$ cat src/source/gvp_pkg.sv
package gvp_pkg;

    ////////////////////////////////////////////////////////////////////
    // program memory sizes
    ////////////////////////////////////////////////////////////////////

    localparam int vec_count  = 16;  // vectors in program memory
    localparam int vec_addr_w = 4;   // log2 of vec_count
    localparam int next_w     = 5;   // signed jump, one bit over address

    ////////////////////////////////////////////////////////////////////
    // data path widths
    ////////////////////////////////////////////////////////////////////

    localparam int data_w = 32;  // fields, increments, positions
    localparam int time_w = 48;  // run-time counter

    // options word sent with the end mark
    localparam logic [data_w-1:0] end_options = '1;

    // sequencer states
    typedef enum logic [1:0]
    {
        seq_hold = 2'd0,  // held at vector 0 by run_hold
        seq_load = 2'd1,  // fetch vector at pc
        seq_step = 2'd2,  // stepping through points
        seq_done = 2'd3   // end mark seen, wait for run_hold
    } seq_state_t;

    // store codes for the downstream recorder
    typedef enum logic [1:0]
    {
        store_none   = 2'd0,
        store_point  = 2'd1,  // data point
        store_header = 2'd2,  // section header
        store_end    = 2'd3   // end of program
    } store_code_t;

endpackage

$ cat src/source/gvp_output_stage.sv
module gvp_output_stage
    import gvp_pkg::*;
(
    input  logic              a_clk,
    input  logic              reset_flg,
    input  store_code_t       store_code,     // from sequencer, tick only
    input  seq_state_t        state,
    input  logic [data_w-1:0] cur_options,    // options of vector at pc
    input  logic [data_w-1:0] reset_options,  // idle options
    output logic [data_w-1:0] options,
    output store_code_t       store_data,
    output logic [time_w-1:0] gvp_time,
    output logic              gvp_finished
);

    logic idle;  // held or finished

    assign idle = (state == seq_hold) || (state == seq_done);

    ////////////////////////////////////////////////////////////////////
    // store pulse and options
    ////////////////////////////////////////////////////////////////////

    always_ff @(posedge a_clk)
    begin
        if (reset_flg)
        begin
            store_data <= store_none;
            options    <= '0;
        end
        else
        begin
            store_data <= store_code;  // one cycle behind the tick
            if (store_code == store_end)
                options <= end_options;    // end mark
            else if (idle)
                options <= reset_options;
            else
                options <= cur_options;
        end
    end

    // run time and finished flag
    always_ff @(posedge a_clk)
    begin
        if (reset_flg)
        begin
            gvp_time     <= '0;
            gvp_finished <= 1'b0;
        end
        else
        begin
            if (state == seq_hold)
                gvp_time <= '0;
            else
                gvp_time <= gvp_time + 1'b1;  // counts on through done
            gvp_finished <= (state == seq_done);  // low again once held
        end
    end

endmodule

$ cat config.mk
export PLATFORM = sky130hd
export DESIGN_NAME = gvp_output_stage
export DESIGN_NICKNAME = d
export VERILOG_FILES = /design/src/source/gvp_pkg.sv /design/src/source/gvp_output_stage.sv
export SDC_FILE = /design/constraint.sdc
export NUM_CORES = 1
export LEC_CHECK = 0
export ABC_CLOCK_PERIOD_IN_PS = 4400
export BUFFER_PORTS_ARGS = -buffer_cell sky130_fd_sc_hd__buf_2
export CAP_MARGIN = 40
export CORE_AREA = 2 2 91 93
export DETAILED_ROUTE_END_ITERATION = 8
export DIE_AREA = 0 0 93 95
export PLACE_DENSITY = 0.76
export SLEW_MARGIN = 20
export SYNTH_ARGS = -nofsm -noshare
export SYNTH_HDL_FRONTEND = slang
export SYNTH_SLANG_ARGS = --single-unit
$ cat constraint.sdc
create_clock -name a_clk -period 4.4 [get_ports a_clk]
set_clock_uncertainty 0.1 [all_clocks]
set_input_delay 0.44 -clock a_clk [delete_from_list [all_inputs] [get_ports a_clk]]
set_output_delay 0.44 -clock a_clk [all_outputs]
set_load 0.005 [all_outputs]
==> summary.txt <==
CTS tree: built
layout cell share with drive strength beyond 1: 34.3%
hpwl dp: 6620 um
largest net degree at the start of global routing: 48
clk root buf: clkbuf_8
# port buffers: 152
I/O pin total: 153
Post-Layout Cell Count: 635
total CTS buffers: 9
syn_area_per_cell: 9.25 um^2
Leakage: 2.09 nW
Yosys top cell by area: dfxtp_1
fin. max-slew vios: 0
vias: 3,290
Rel. slew slack: 55.3%
final setup fails: 0
syn nets: 449
worst-margin pin slew: 0.664 ns
mapped cell area: 0.00348 mm^2
RSZ-0062 raised after global routing: no
# DRC: 0
final WL: 8910 um
antenna diode count: 0
Worst setup SP type: flip-flop
routed len/inst: 14.0 um
CP arrival: 2.45 ns
GR Util All Layers: 19.9%
Clock Path Buffers: 2
H-tree levels: 3
via/cell ratio: 5.18
GPL Wtd Cong: 0.778
nets: 598
post-CTS setup buffers: 0
WHS: 0.213 ns
Placement Cell Area: 0.00434 mm^2
total power: 1.53 mW
final instance area: 0.00460 mm^2
initial antenna violation count: 0
Worst Setup SP: gvp_time[0]$_SDFF_PP0_
post-synthesis cell type count: 31
Crit Reg-Reg Endpoint: gvp_time[30]$_SDFF_PP0_
First-pass DRT Iterations: 5
Hold Fails Final Rpt: 0
cts repair resizes: 0
share of the synthesized area in the top cell type: 47.8%
number of maximum-capacitance violations: 0
Horiz. Die Dim: 93 um
post-synthesis cell count: 376
crit end category: flip-flop
CP max FO: 8
Hold Path Class: in -> reg
synth warn: 0
grt total ovfl: 0
fin crit share: 51.6%
flops & latches, synth: 83
Placed Instances: 617
DIE HEIGHT: 95 um
Setup crit end: gvp_time[30]$_SDFF_PP0_
Area growth syn-to-layout: 32.1%
clock slew at reported path FFs: 0.08 ns
top cells by area, synth: dfxtp_1 (48%), mux2i_1 (9.2%), a21oi_1 (7.3%)
Filler cells: 741
R2R Path Start: gvp_time[0]$_SDFF_PP0_
worst vdd ir: 0.176 mV
hold_buf cts: 0
PD cells: 333 mW/mm^2
Hold Crit Start: store_code[1]
initial DRC count: 127
initial core utilization: 43.9%
accumulated negative setup slack: 0 ns
first-pass GRT wire length: 13,900 um
Std-Cell Core Area: 0.00793 mm^2
row cnt: 33
post-layout worst setup margin: 2.13 ns
Critical Path RT: 4.58 ns
Clk Latency, worst-skew pair: 0.35 ns
Fmax achieved: 0.440 GHz
dpl ws: 2.14 ns
R2R depth: 6
critical path type: reg -> reg
clock tree sinks: 83
vias in the first global route: 3,034
Util after Layout: 58.0%
reg-to-reg setup timing slack: 2.13 ns
Die Area: 0.00884 mm^2
part of the Yosys area used for sequential elements: 47.8%
status: finished clean
ANT nets after route: 0
Tmin final: 2.27 ns
## per-layer routing
metal | global-route usage (%) | part of all wire [%] | vias up
met1 | 23.3 | 41 | 1509
met2 | 34.3 | 49 | 131
met5 | 0 | 0 | -
met4 | 7.97 | 1.6 | 0
met3 | 5.91 | 8.1 | 11
li1 | - | - | 1639
## layout by cell type (no fill, tap or decap), drive strengths merged, types with 6 or more instances in the layout
cell type and instances:
dfxtp 83, xor2 19, buf 156, or3 16
mux2i 32, a21oi 51, inv 6, clkbuf 11
nand4 20, o21ai 14, and3 8, nor2 34
xnor2 7, nand2 17, nand3 22
## worst max-delay path, cell delays in order, from the launching register on
cell and delay, ns:
dfxtp_1 0.40, ha_1 0.26, nand3_1 0.11, nor2_2 0.32
nand4_1 0.36, or4_1 0.50, a21oi_1 0.16
## registers in the layout, summed over array words and instances, names as in the netlist
| name | flops |
|---|---|
| store_data | 2 |
| gvp_finished | 1 |
| options | 32 |
| gvp_time | 48 |
## Yosys cell counts
cell type,number
a21oi_1,51
and2_1,3
and3_1,8
and4_1,2
buf_1,6
buf_2,1
clkbuf_1,11
dfxtp_1,83
ha_1,3
inv_1,6
mux2i_1,32
nand2_1,17
nand3_1,19
nand3_2,3
nand4_1,18
nand4_2,2
nor2_1,32
nor2_2,1
nor2_4,1
nor2b_1,3
nor3_1,2
nor3_2,2
nor4_1,2
nor4_4,1
o21ai_0,14
o31ai_1,5
or2_2,1
or3_1,16
or4_1,5
xnor2_1,7
xor2_1,19
## worst min-delay path by stage
stage,end,cells after the start
floorplan,gvp_time[0]$_SDFF_PP0_,1
global placement,gvp_time[0]$_SDFF_PP0_,1
detailed placement,gvp_time[0]$_SDFF_PP0_,1
CTS,store_data[1]$_SDFF_PP0_,2
global route,store_data[0]$_SDFF_PP0_,2
finish,store_data[1]$_SDFF_PP0_,2
## kinds of logic after synthesis
group | count (synthesis) | synth area share [%]
xor+xnor | 26 | 6.55
compound gates | 70 | 10.4
flops | 83 | 47.8
fa+ha+maj | 3 | 1.08
mux | 32 | 9.21
buf+inv | 24 | 2.63
simple gates | 138 | 22.3
## report_power, final
| part | internal (mW) | switching [mW] |
|---|---|---|
| Sequential | 0.779 | 0.00819 |
| Clock | 0.318 | 0.270 |
| Combinational | 0.0821 | 0.0727 |
## cell type report
| class | instances | area, um^2 | share of cell area [%] |
|---|---|---|---|
| repair buffers | 156 | 843 | 18.4 |
| clock inverters | 5 | 77.6 | 1.69 |
| multi-input cells | 269 | 1730 | 37.6 |
| clock buffers | 11 | 131 | 2.86 |
| well taps | 105 | 131 | 2.86 |
| inverters | 6 | 22.5 | 0.490 |
| flip-flops and latches | 83 | 1660 | 36.2 |
Note: power is estimated with default switching activity, not from simulation.
