**config.mk**
```make
export PLATFORM = sky130hd
export DESIGN_NAME = gvp_accumulator
export DESIGN_NICKNAME = d
export VERILOG_FILES = /design/src/source/gvp_pkg.sv /design/src/source/gvp_accumulator.sv
export SDC_FILE = /design/constraint.sdc
export NUM_CORES = 1
export LEC_CHECK = 0
export BUFFER_PORTS_ARGS = -buffer_cell sky130_fd_sc_hd__buf_2
export CAP_MARGIN = 20
export CORE_UTILIZATION = 50
export CTS_BUF_LIST = sky130_fd_sc_hd__clkbuf_8 sky130_fd_sc_hd__clkbuf_16
export CTS_CLUSTER_SIZE = 8
export DETAILED_ROUTE_END_ITERATION = 6
export GPL_ROUTABILITY_DRIVEN = 0
export PLACE_DENSITY = 0.87
export SYNTH_ARGS = -nofsm -noshare
export SYNTH_HDL_FRONTEND = slang
export SYNTH_SLANG_ARGS = --single-unit
```
**constraint.sdc**
```tcl
create_clock -name a_clk -period 3.94 [get_ports a_clk]
set_clock_uncertainty 0.2 [all_clocks]
set_input_delay 0.197 -clock a_clk [delete_from_list [all_inputs] [get_ports a_clk]]
set_output_delay 0.197 -clock a_clk [all_outputs]
set_load 0.005 [all_outputs]
```
**src/source/gvp_pkg.sv**
```systemverilog
package gvp_pkg;

    ////////////////////////////////////////////////////////////////////
    // program memory sizes
    ////////////////////////////////////////////////////////////////////

    localparam int vec_count  = 16;  // vectors in program memory
    localparam int vec_addr_w = 4;   // log2 of vec_count
    localparam int next_w     = 5;   // signed jump, one bit over address

    ////////////////////////////////////////////////////////////////////
    // data path widths
    ////////////////////////////////////////////////////////////////////

    localparam int data_w = 32;  // fields, increments, positions
    localparam int time_w = 48;  // run-time counter

    // options word sent with the end mark
    localparam logic [data_w-1:0] end_options = '1;

    // sequencer states
    typedef enum logic [1:0]
    {
        seq_hold = 2'd0,  // held at vector 0 by run_hold
        seq_load = 2'd1,  // fetch vector at pc
        seq_step = 2'd2,  // stepping through points
        seq_done = 2'd3   // end mark seen, wait for run_hold
    } seq_state_t;

    // store codes for the downstream recorder
    typedef enum logic [1:0]
    {
        store_none   = 2'd0,
        store_point  = 2'd1,  // data point
        store_header = 2'd2,  // section header
        store_end    = 2'd3   // end of program
    } store_code_t;

endpackage

```
**src/source/gvp_accumulator.sv**
```systemverilog
module gvp_accumulator
    import gvp_pkg::*;
(
    input  logic                     a_clk,
    input  logic                     reset_flg,
    input  logic                     step,     // add increments this cycle
    input  logic                     clear_u,  // level, zero u while held
    input  logic signed [data_w-1:0] cur_dx,
    input  logic signed [data_w-1:0] cur_dy,
    input  logic signed [data_w-1:0] cur_dz,
    input  logic signed [data_w-1:0] cur_du,
    output logic signed [data_w-1:0] pos_x,
    output logic signed [data_w-1:0] pos_y,
    output logic signed [data_w-1:0] pos_z,
    output logic signed [data_w-1:0] pos_u
);

    ////////////////////////////////////////////////////////////////////
    // position sums, wrap on overflow
    ////////////////////////////////////////////////////////////////////

    // x, y, z carry over from run to run
    always_ff @(posedge a_clk)
    begin
        if (reset_flg)
        begin
            pos_x <= '0;
            pos_y <= '0;
            pos_z <= '0;
        end
        else if (step)
        begin
            pos_x <= pos_x + cur_dx;
            pos_y <= pos_y + cur_dy;
            pos_z <= pos_z + cur_dz;
        end
    end

    // u restarts from zero each run
    always_ff @(posedge a_clk)
    begin
        if (reset_flg || clear_u)
            pos_u <= '0;
        else if (step)
            pos_u <= pos_u + cur_du;
    end

endmodule

```
==> results.json <==
{
  "grt_setup_unrepaired": "no",
  "vdd_drop_max_mv": 0.2948,
  "synth_compound_area_frac": 0.2772,
  "crit_arrival_ns": 3.78,
  "syn_area_mm2": 0.01097,
  "cp_slowest_cell": "dlygate4sd3_1",
  "netlist.area_leader.share": 0.2335,
  "syn_avg_cell_area_um2": 7.963,
  "fp.dieW_um": 150.1,
  "yosys.area_share.simple": 0.1887,
  "start_kind": "input port",
  "fin_tns_setup_ns": 0,
  "yosysMostFrequentCell": "nor2_1",
  "synth_edf_count": 0,
  "dr.pass1.iters": 6,
  "synth_area_leaders": "dfxtp_1 (23%), ha_1 (14%), a21oi_1 (5.7%)",
  "tightestPinTransition_ns": 0.8036,
  "path_buf_inv": 2,
  "nets": 1881,
  "core_mm2": 0.02129,
  "cp.required_ns": 4.07,
  "crit_path_frequent_cell": "a21o_1",
  "critical_path.max_fanout": 5,
  "holdPathEnd": "pos_x[0]$_SDFFE_PP0P_",
  "grt_pass1_vias": 10880,
  "slew_headroom": 0.4504,
  "end_kind": "flop",
  "ctsLongestPathBuffers": 2,
  "overflow": 0,
  "yosys_warnings": 0,
  "path_delay_family": "compound AO/OA/AOI/OAI gates",
  "setup_viol": 0,
  "layout-drive-gt1-share": 0.1923,
  "reg2reg_depth": 12,
  "worstSetupPathType": "in2reg",
  "synth_top_area_cell": "dfxtp_1",
  "htreeDepth": 4,
  "synthesis.nets": 1638,
  "viasPerCell": 6.047,
  "leakage_nw": 6.669,
  "synth_top_family_by_area": "compound AO/OA/AOI/OAI gates",
  "grt_antenna_before_repair": 4,
  "ios": 260,
  "syn_inst": 1378,
  "fill_cells": 1845,
  "dr.first_iter.drc_count": 748,
  "post_cts_buffers": 0,
  "clkLatencyLatePin_ns": 0.42,
  "hold_depth": 2,
  "wirelength_um": 31890,
  "whs_ns": 0.02322,
  "ys_ff_latch": 128,
  "vias": 11550,
  "crit_chain": "dlygate4sd3_1, buf_2, ha_1, fa_1, a21o_1, a21o_1, a2111o_1, a311oi_4, o22ai_2, a41oi_2, o21ai_2, a211o_1, o211ai_1",
  "placementRows": 53,
  "ys_async_sr_fraction": 0,
  "crit_path_max_incr_delay_ns": 0.55,
  "clkSinkCount": 128,
  "worstHoldPathType": "in2reg",
  "status": "completed",
  "reg2reg_from": "pos_u[1]$_SDFFE_PP0P_",
  "die_area_mm2": 0.02254,
  "postRouteAntennaNets": 0,
  "clk_pin_slew_ns": 0.06,
  "cts_tree": "built",
  "rrSetupSlack_ns": 0.37,
  "yosys.area_share.xor_xnor": 0.06226,
  "grt_pass1_wl_um": 50630,
  "max_freq_ghz": 0.2741,
  "fin_crit_sh": 0.9260,
  "post-route-drc-count": 0,
  "maxCapViolCount": 0,
  "cts_buffers": 17,
  "fin_crit_ns": 3.649,
  "ys.flop_type": "dfxtp_1",
  "r2r_end": "pos_u[31]$_SDFFE_PP0P_",
  "dp_hpwl_um": 24130,
  "min_from": "reset_flg",
  "port_buffers": 259,
  "grt.total_usage": 0.2756,
  "wl_per_cell_um": 16.70,
  "power_density_mw_per_mm2": 409.1,
  "hold_viol_final": 0,
  "syn2layout_area_growth_pct": 19.49,
  "start_util": 0.5155,
  "die_h_um": 150.1,
  "slew_violations": 0,
  "yosys.area_share.adder": 0.1487,
  "ys_seq_area_frac": 0.2335,
  "synth.area.mux_share": 0.05781,
  "grt_max_degree": 56,
  "synth_cell_type_count": 75,
  "cts_root_buf": "clkbuf_16",
  "synthTopCellsByCount": "nor2_1 (141), dfxtp_1 (128), a21oi_1 (124), ha_1 (124), nand2_1 (105)"
}
## sequential cells by signal (all words and copies together) (netlist names)
| signal | flops |
|---|---|
| pos_z | 32 |
| pos_y | 32 |
| pos_x | 32 |
| pos_u | 32 |
## worst max-delay path by stage
| stage | to | slack [ns] | depth (start not counted) | from |
|---|---|---|---|---|
| 2_1_floorplan | pos_u[28]$_SDFFE_PP0P_ | 0.73 | 11 | pos_u[0]$_SDFFE_PP0P_ |
| 3_3_place_gp | pos_y[28]$_SDFFE_PP0P_ | 0.50 | 12 | cur_dy[0] |
| 3_5_place_dp | pos_y[28]$_SDFFE_PP0P_ | 0.38 | 11 | pos_y[0]$_SDFFE_PP0P_ |
| 4_1_cts | pos_y[28]$_SDFFE_PP0P_ | 0.28 | 13 | cur_dy[0] |
| 5_1_grt | pos_u[31]$_SDFFE_PP0P_ | 0.16 | 12 | pos_u[1]$_SDFFE_PP0P_ |
| 6_report | pos_u[28]$_SDFFE_PP0P_ | 0.29 | 13 | cur_du[0] |
## layout make-up
type | instances | area [um2] | share of cell area
timing repair buffer | 277 | 1451 | 0.1107
clock buffer | 21 | 480.5 | 0.03664
clock inverter | 10 | 48.80 | 0.003722
sequential | 128 | 2562 | 0.1954
antenna | 2 | 5.005 | 0.0003817
inverter | 40 | 150.1 | 0.01145
tap | 275 | 344.1 | 0.02624
multi-input combinational | 1157 | 8069 | 0.6154
## report_power, final
| group | internal [mW] | switching [mW] | total [mW] | leakage (nW) |
|---|---|---|---|---|
| sequential | 1.47 | 0.149 | 1.62 | 1.05 |
| clock | 0.853 | 0.596 | 1.45 | 0.277 |
| combinational | 1.02 | 1.27 | 2.29 | 5.34 |
| total | 3.35 | 2.01 | 5.36 | 6.67 |
## layout by cell type, fill, tap and decap left out, types with 44 or more instances in the layout
cell type | netlist | layout
a21o_1 | 71 | 71
a21oi_1 | 124 | 124
buf_2 | 0 | 258
dfxtp_1 | 128 | 128
ha_1 | 124 | 124
inv_1 | 40 | 44
mux2i_1 | 60 | 60
nand2_1 | 105 | 105
nor2_1 | 141 | 140
o21ai_0 | 70 | 70
xnor2_1 | 53 | 53
## cells by family (layout without fill, tap and decap cells)
logic type / Yosys count / in the layout
AOI/OAI and AO/OA: 455 / 455
xor gates and xnor gates: 78 / 78
adders and majority gates: 128 / 128
buffers and inverters: 93 / 348
DFF: 128 / 128
muxes: 63 / 63
other: 0 / 2
and+or+nand+nor: 433 / 433
## layer usage
metal	routed length [um]	track usage	up-vias
li1	-	-	5609
met5	13	0	-
met4	983	0.1096	2
met3	2492	0.06667	83
met1	13300	0.3218	5308
met2	15100	0.4819	547
## metrics by stage
stage / power, mW / instances / util / area (um2) / worst slack [ns]
global route: 5.711 / 1909 / 0.6158 / 13110 / 0.1605
CTS: 5.367 / 1908 / 0.6155 / 13100 / 0.2788
floorplan: 3.250 / 1378 / - / 10970 / 0.7252
finish: 5.364 / 1910 / 0.6159 / 13110 / 0.2914
global placement: 3.799 / 1870 / 0.5873 / 12500 / 0.4978
detailed placement: 3.875 / 1870 / 0.5873 / 12500 / 0.3845
## timing repair
action	4_1_cts	5_1_grt
setup endpoints to repair	0	1
hold endpoints to repair	6	0
gates resized for setup	0	1
hold buffers	7	0
Note: power is estimated with default switching activity, not from simulation.
