### config.mk
export PLATFORM = sky130hd
export DESIGN_NAME = gvp_sequencer
export DESIGN_NICKNAME = d
export VERILOG_FILES = /design/src/source/gvp_pkg.sv /design/src/source/gvp_sequencer.sv
export SDC_FILE = /design/constraint.sdc
export NUM_CORES = 1
export LEC_CHECK = 0
export ABC_CLOCK_PERIOD_IN_PS = 4700
export BUFFER_PORTS_ARGS = -buffer_cell sky130_fd_sc_hd__clkbuf_2
export CORE_UTILIZATION = 45
export CTS_BUF_LIST = sky130_fd_sc_hd__clkbuf_2
export DETAILED_ROUTE_END_ITERATION = 10
export PLACE_DENSITY_LB_ADDON = 0.08
export SLEW_MARGIN = 10
export SYNTH_ARGS = -nofsm -noshare
export SYNTH_HDL_FRONTEND = slang
export SYNTH_SLANG_ARGS = --single-unit
### constraint.sdc
create_clock -name a_clk -period 4.7 [get_ports a_clk]
set_clock_uncertainty 0.05 [all_clocks]
set_input_delay 1.41 -clock a_clk [delete_from_list [all_inputs] [get_ports a_clk]]
set_output_delay 1.41 -clock a_clk [all_outputs]
set_load 0.01 [all_outputs]
### src/source/gvp_pkg.sv
package gvp_pkg;

    ////////////////////////////////////////////////////////////////////
    // program memory sizes
    ////////////////////////////////////////////////////////////////////

    localparam int vec_count  = 16;  // vectors in program memory
    localparam int vec_addr_w = 4;   // log2 of vec_count
    localparam int next_w     = 5;   // signed jump, one bit over address

    ////////////////////////////////////////////////////////////////////
    // data path widths
    ////////////////////////////////////////////////////////////////////

    localparam int data_w = 32;  // fields, increments, positions
    localparam int time_w = 48;  // run-time counter

    // options word sent with the end mark
    localparam logic [data_w-1:0] end_options = '1;

    // sequencer states
    typedef enum logic [1:0]
    {
        seq_hold = 2'd0,  // held at vector 0 by run_hold
        seq_load = 2'd1,  // fetch vector at pc
        seq_step = 2'd2,  // stepping through points
        seq_done = 2'd3   // end mark seen, wait for run_hold
    } seq_state_t;

    // store codes for the downstream recorder
    typedef enum logic [1:0]
    {
        store_none   = 2'd0,
        store_point  = 2'd1,  // data point
        store_header = 2'd2,  // section header
        store_end    = 2'd3   // end of program
    } store_code_t;

endpackage

### src/source/gvp_sequencer.sv
module gvp_sequencer
    import gvp_pkg::*;
(
    input  logic                     a_clk,
    input  logic                     reset_flg,
    input  logic                     run_hold,    // level, high holds at vector 0
    input  logic                     pause,
    input  logic                     stall,       // downstream not ready
    // current vector from the store
    input  logic [data_w-1:0]        cur_n,
    input  logic [data_w-1:0]        cur_iin,
    input  logic signed [next_w-1:0] cur_next,
    input  logic [data_w-1:0]        cur_deci,
    input  logic [data_w-1:0]        loop_count,
    // store control
    output logic [vec_addr_w-1:0]    pc,
    output logic                     loop_dec,
    output logic                     loop_reload,
    // accumulator control
    output logic                     step,
    output logic                     clear_u,
    // output stage
    output store_code_t              store_code,  // valid in the tick only
    output seq_state_t               state,
    output logic [data_w-1:0]        index,
    output logic                     gvp_hold
);

    logic              run_hold_r;   // registered run_hold
    logic              hold_r;       // registered pause or stall
    logic [data_w-1:0] decimation;   // active decimation
    logic [data_w-1:0] deci_cnt;     // countdown to next tick
    logic [data_w-1:0] pt_cnt;       // points left in section
    logic [data_w-1:0] st_cnt;       // intermediate steps left
    logic              tick;
    logic              step_go;
    logic              sec_end;
    logic [next_w-1:0] pc_jump;

    ////////////////////////////////////////////////////////////////////
    // tick and step decode
    ////////////////////////////////////////////////////////////////////

    assign tick    = (deci_cnt == '0);
    assign step_go = tick && !run_hold_r && !hold_r && (state == seq_step);
    assign sec_end = step_go && (st_cnt == '0) && (pt_cnt == '0);

    assign step        = step_go;                       // every unpaused tick adds
    assign loop_dec    = sec_end && (loop_count != '0);
    assign loop_reload = sec_end && (loop_count == '0);
    assign clear_u     = (state == seq_hold);

    // relative jump, wraps inside the program memory
    assign pc_jump = {1'b0, pc} + cur_next;

    assign index    = pt_cnt;
    assign gvp_hold = hold_r;

    // store code for this tick
    always_comb
    begin
        store_code = store_none;
        if (tick && !run_hold_r)
        begin
            if (state == seq_load)
            begin
                if (cur_n == '0)
                    store_code = store_end;      // n of 0 ends the program
                else
                    store_code = store_header;
            end
            else if (step_go && (st_cnt == '0) && (pt_cnt != '0))
                store_code = store_point;
        end
    end

    ////////////////////////////////////////////////////////////////////
    // control FSM
    ////////////////////////////////////////////////////////////////////

    always_ff @(posedge a_clk)
    begin
        if (reset_flg)
        begin
            run_hold_r <= 1'b1;  // held until run_hold is seen low
            hold_r     <= 1'b0;
            state      <= seq_hold;
            pc         <= '0;
            decimation <= '0;
            deci_cnt   <= '0;
            pt_cnt     <= '0;
            st_cnt     <= '0;
        end
        else
        begin
            run_hold_r <= run_hold;
            hold_r     <= pause | stall;
            if (run_hold_r)
            begin
                state      <= seq_hold;
                pc         <= '0;
                decimation <= '0;  // tick on every cycle
                deci_cnt   <= '0;
                pt_cnt     <= '0;
                st_cnt     <= '0;
            end
            else if (!tick)
                deci_cnt <= deci_cnt - 1'b1;
            else
            begin
                deci_cnt <= decimation;
                case (state)
                    seq_hold:
                    begin
                        state <= seq_load;  // released, fetch vector 0
                    end
                    seq_load:
                    begin
                        pt_cnt <= cur_n;
                        st_cnt <= cur_iin;
                        if (cur_n == '0)
                            state <= seq_done;
                        else
                        begin
                            decimation <= cur_deci;
                            deci_cnt   <= cur_deci;  // first step d+1 cycles on
                            state      <= seq_step;
                        end
                    end
                    seq_step:
                    begin
                        if (step_go)
                        begin
                            if (st_cnt != '0)
                                st_cnt <= st_cnt - 1'b1;   // intermediate step
                            else if (pt_cnt != '0)
                            begin
                                st_cnt <= cur_iin;         // data point
                                pt_cnt <= pt_cnt - 1'b1;
                            end
                            else
                            begin
                                if (loop_dec)
                                    pc <= pc_jump[vec_addr_w-1:0];  // back to loop head
                                else
                                    pc <= pc + 1'b1;
                                state <= seq_load;
                            end
                        end
                    end
                    default:
                    begin
                        state <= seq_done;  // wait for run_hold
                    end
                endcase
            end
        end
    end

endmodule

==> out/metrics.csv <==
stage,metric,value,unit
run_status,status,"finished, final reports clean",
grt,first-pass GRT wire length,39900,microns
logic_synthesis,"Seq/Total Area, Yosys",0.332,
die,DIE HEIGHT,137,microns
cells_and_area,area grow syn2layout,19.4,%
worst_hold_path,Hold WC Path Type,reg2reg,
detailed_routing,detailed-route via count,8717,
grt,"Remaining Overflow, GRT",0,
critical_path,"Max FO, Critical Path",5,
clocking,TritonCTS Buffers,17,
place,pre-CTS setup slack,532,ps
die,Starting Density,0.467,
grt,pin count of the biggest net entering global routing,65,
detailed_routing,WL final,25500,microns
detailed_routing,First-pass DRT Iterations,7,
cells_and_area,Nets,1371,
critical_path,"Arr. time, crit path",3230,ps
grt,vias in the first global route,7834,
die,die width,137,microns
sta,Final setup violation count,0,
die,Die ar.,18800,sq um
sta,setup_tns,0,ps
clocking,CTS tree,built,
place,DP HPWL,17600,microns
critical_path,Worst Setup Path Type,reg2out,
detailed_routing,routed len/inst,17.5,microns
grt,total track usage,0.271,
sta,measured slew at the worst slew-check pin,937,ps
power,Leakage,3.94,nW
sta,hold_ws,412,ps
clocking,Worst-path clk slew,200,ps
place,Placed Area,9380,sq um
critical_path,Register-to-Register Setup Slack,880,ps
detailed_routing,met1 WL,11700,microns
detailed_routing,Max Used Layer,met4,
die,Rows,48,
logic_synthesis,post-synthesis cell count,1055,
power,power per cell area,596,nW/um^2
critical_path,Worst EP required,3240,ps
logic_synthesis,syn_nets,1206,
sta,Slew Limit Headroom,0.374,
logic_synthesis,cell area after synthesis,8200,sq um
logic_synthesis,Post-synth EDFFs,0,
place,RD Place Congestion,0.868,
run,maximum capacitance violations,0,
clocking,Bufs on Longest Clock Path,2,
place,PortBufs,181,
logic_synthesis,synth warn,0,
sta,Final Hold Fails,0,
detailed_routing,met3 wire len,1620,microns
cells_and_area,final instance area,9790,sq um
die,# IOs,183,
power,maximum vdd drop,0.392,mV
logic_synthesis,Synth Area per Inst,7.77,sq um
logic_synthesis,"FFs w/ async S/R, synth",0,
cells_and_area,most frequent cells in the layout,"clkbuf_2, dfxtp_1, nand2_1",
clocking,worst-skew pair later-pin latency,700,ps
power,Total Power,5.83,mW
detailed_routing,number of routed nets with antenna violations,0,
logic_synthesis,Main synth FF type,dfxtp_1,
grt,initial antenna violation count,1,
cells_and_area,"most common cell after layout, fill and taps aside",clkbuf_2,
sta,min Tclk post-route,4690,ps
detailed_routing,DRC viols,0,
detailed_routing,DR iter-0 viols,744,
clocking,htree depth,4,
logic_synthesis,synth unique cells,69,
detailed_routing,post-DR vias/cell,5.98,
clocking,number of clock sinks,136,
sta,fin crit share,0.999,
detailed_routing,metal2 WL,11600,microns
die,Core Area,17500,sq um
logic_synthesis,"FF+latch count, synth",136,
clocking,Root Driver,clkbuf_2,
critical_path,CP endpoint kind,primary output,
sta,maximum clock frequency,213,MHz
critical_path,Worst setup SP type,register,
sta,unrepaired setup endpoints after global routing,yes,
sta,fin worst setup slack,5.00,ps
sta,Slew Limit Fails,0,
cells_and_area,share of cells above drive strength 1,0.248,
clocking,cts hold-fix bufs,0,
cells_and_area,FILL cells,1752,
## cell families after synthesis
logic type,count (synthesis),share of synthesized area
and+or+nand+nor,455,0.290
AOI/OAI and AO/OA,297,0.235
DFF,136,0.332
buffers and inverters,86,0.0415
muxes,40,0.0499
xor gates and xnor gates,28,0.0299
adders and majority gates,13,0.0208
## synth_stat cells (all sizes together), types with 6 or more instances
cell type | n | area share
or2 | 10 | 0.0076
o21ai | 44 | 0.027
o31a | 7 | 0.0075
a31o | 6 | 0.0064
xnor2 | 7 | 0.0075
mux2i | 33 | 0.040
o211ai | 23 | 0.021
nor4 | 67 | 0.055
nand3 | 29 | 0.018
and4 | 7 | 0.0075
o22ai | 12 | 0.0092
o31ai | 19 | 0.018
nor3 | 47 | 0.029
buf | 14 | 0.0085
nand2b | 8 | 0.0070
nand4 | 15 | 0.011
dfxtp | 136 | 0.33
a21oi | 101 | 0.062
mux2 | 7 | 0.0096
or4 | 18 | 0.018
a211oi | 41 | 0.038
a31oi | 8 | 0.0061
nor2 | 86 | 0.039
and3 | 6 | 0.0046
nand2 | 115 | 0.053
xor2 | 21 | 0.022
ha | 12 | 0.018
inv | 12 | 0.0055
or3 | 20 | 0.015
and2 | 10 | 0.0076
clkbuf | 60 | 0.027
## worst max-delay path: stages, from the launching register on
cell and delay, ps:
dfxtp_2 370, or4_4 560, nand2b_4 160, or4_4 560
or4b_4 620, nor3_2 120, buf_2 150
## layer usage
layer  GRT usage  vias up
met5           0        -
met4      0.0910        0
met3      0.0585       44
met2       0.433      285
met1       0.359     4062
li1            -     4326
## path summary, 6_finish.rpt
kind                            cells past startpoint        endpoint      startpoint
worst min-delay path                                2  decimation[16]  decimation[16]
worst max-delay path                                6     loop_reload    deci_cnt[27]
worst min register to register                      2  decimation[16]  decimation[16]
worst max register to register                     11           pc[3]    deci_cnt[27]
## per-stage QoR
step,instances,utilization
2_1_floorplan,1055,-
3_3_place_gp,1420,0.535
3_5_place_dp,1420,0.535
4_1_cts,1455,0.555
5_1_grt,1458,0.558
6_report,1458,0.558
## where the power goes
part	switching, mW	internal [mW]
combinational	2.16	1.39
sequential	0.134	1.28
clock	0.457	0.408
## registers in the layout (all words and copies together), names as in the netlist
signal and flops:
state 2, pc 4, run_hold_r 1, decimation 32, gvp_hold 1, st_cnt 32, deci_cnt 32, index 32
## final cells by class
| cell class | count | area, sq um | area share |
|---|---|---|---|
| multi-input combinational | 833 | 5220 | 0.534 |
| timing repair buffer | 220 | 1210 | 0.124 |
| sequential | 136 | 2730 | 0.279 |
| antenna | 1 | 2.50 | 0.000256 |
| clock buffer | 20 | 100 | 0.0102 |
| inverter | 12 | 45.0 | 0.00460 |
| tap | 225 | 282 | 0.0288 |
| clock inverter | 11 | 196 | 0.0201 |
## what timing repair did
item,4_1_cts,5_1_grt
pin swaps,3,2
buffers inserted,4,2
gates resized for setup,8,10
setup endpoints to repair,2,3
Note: power is estimated with default switching activity, not from simulation.
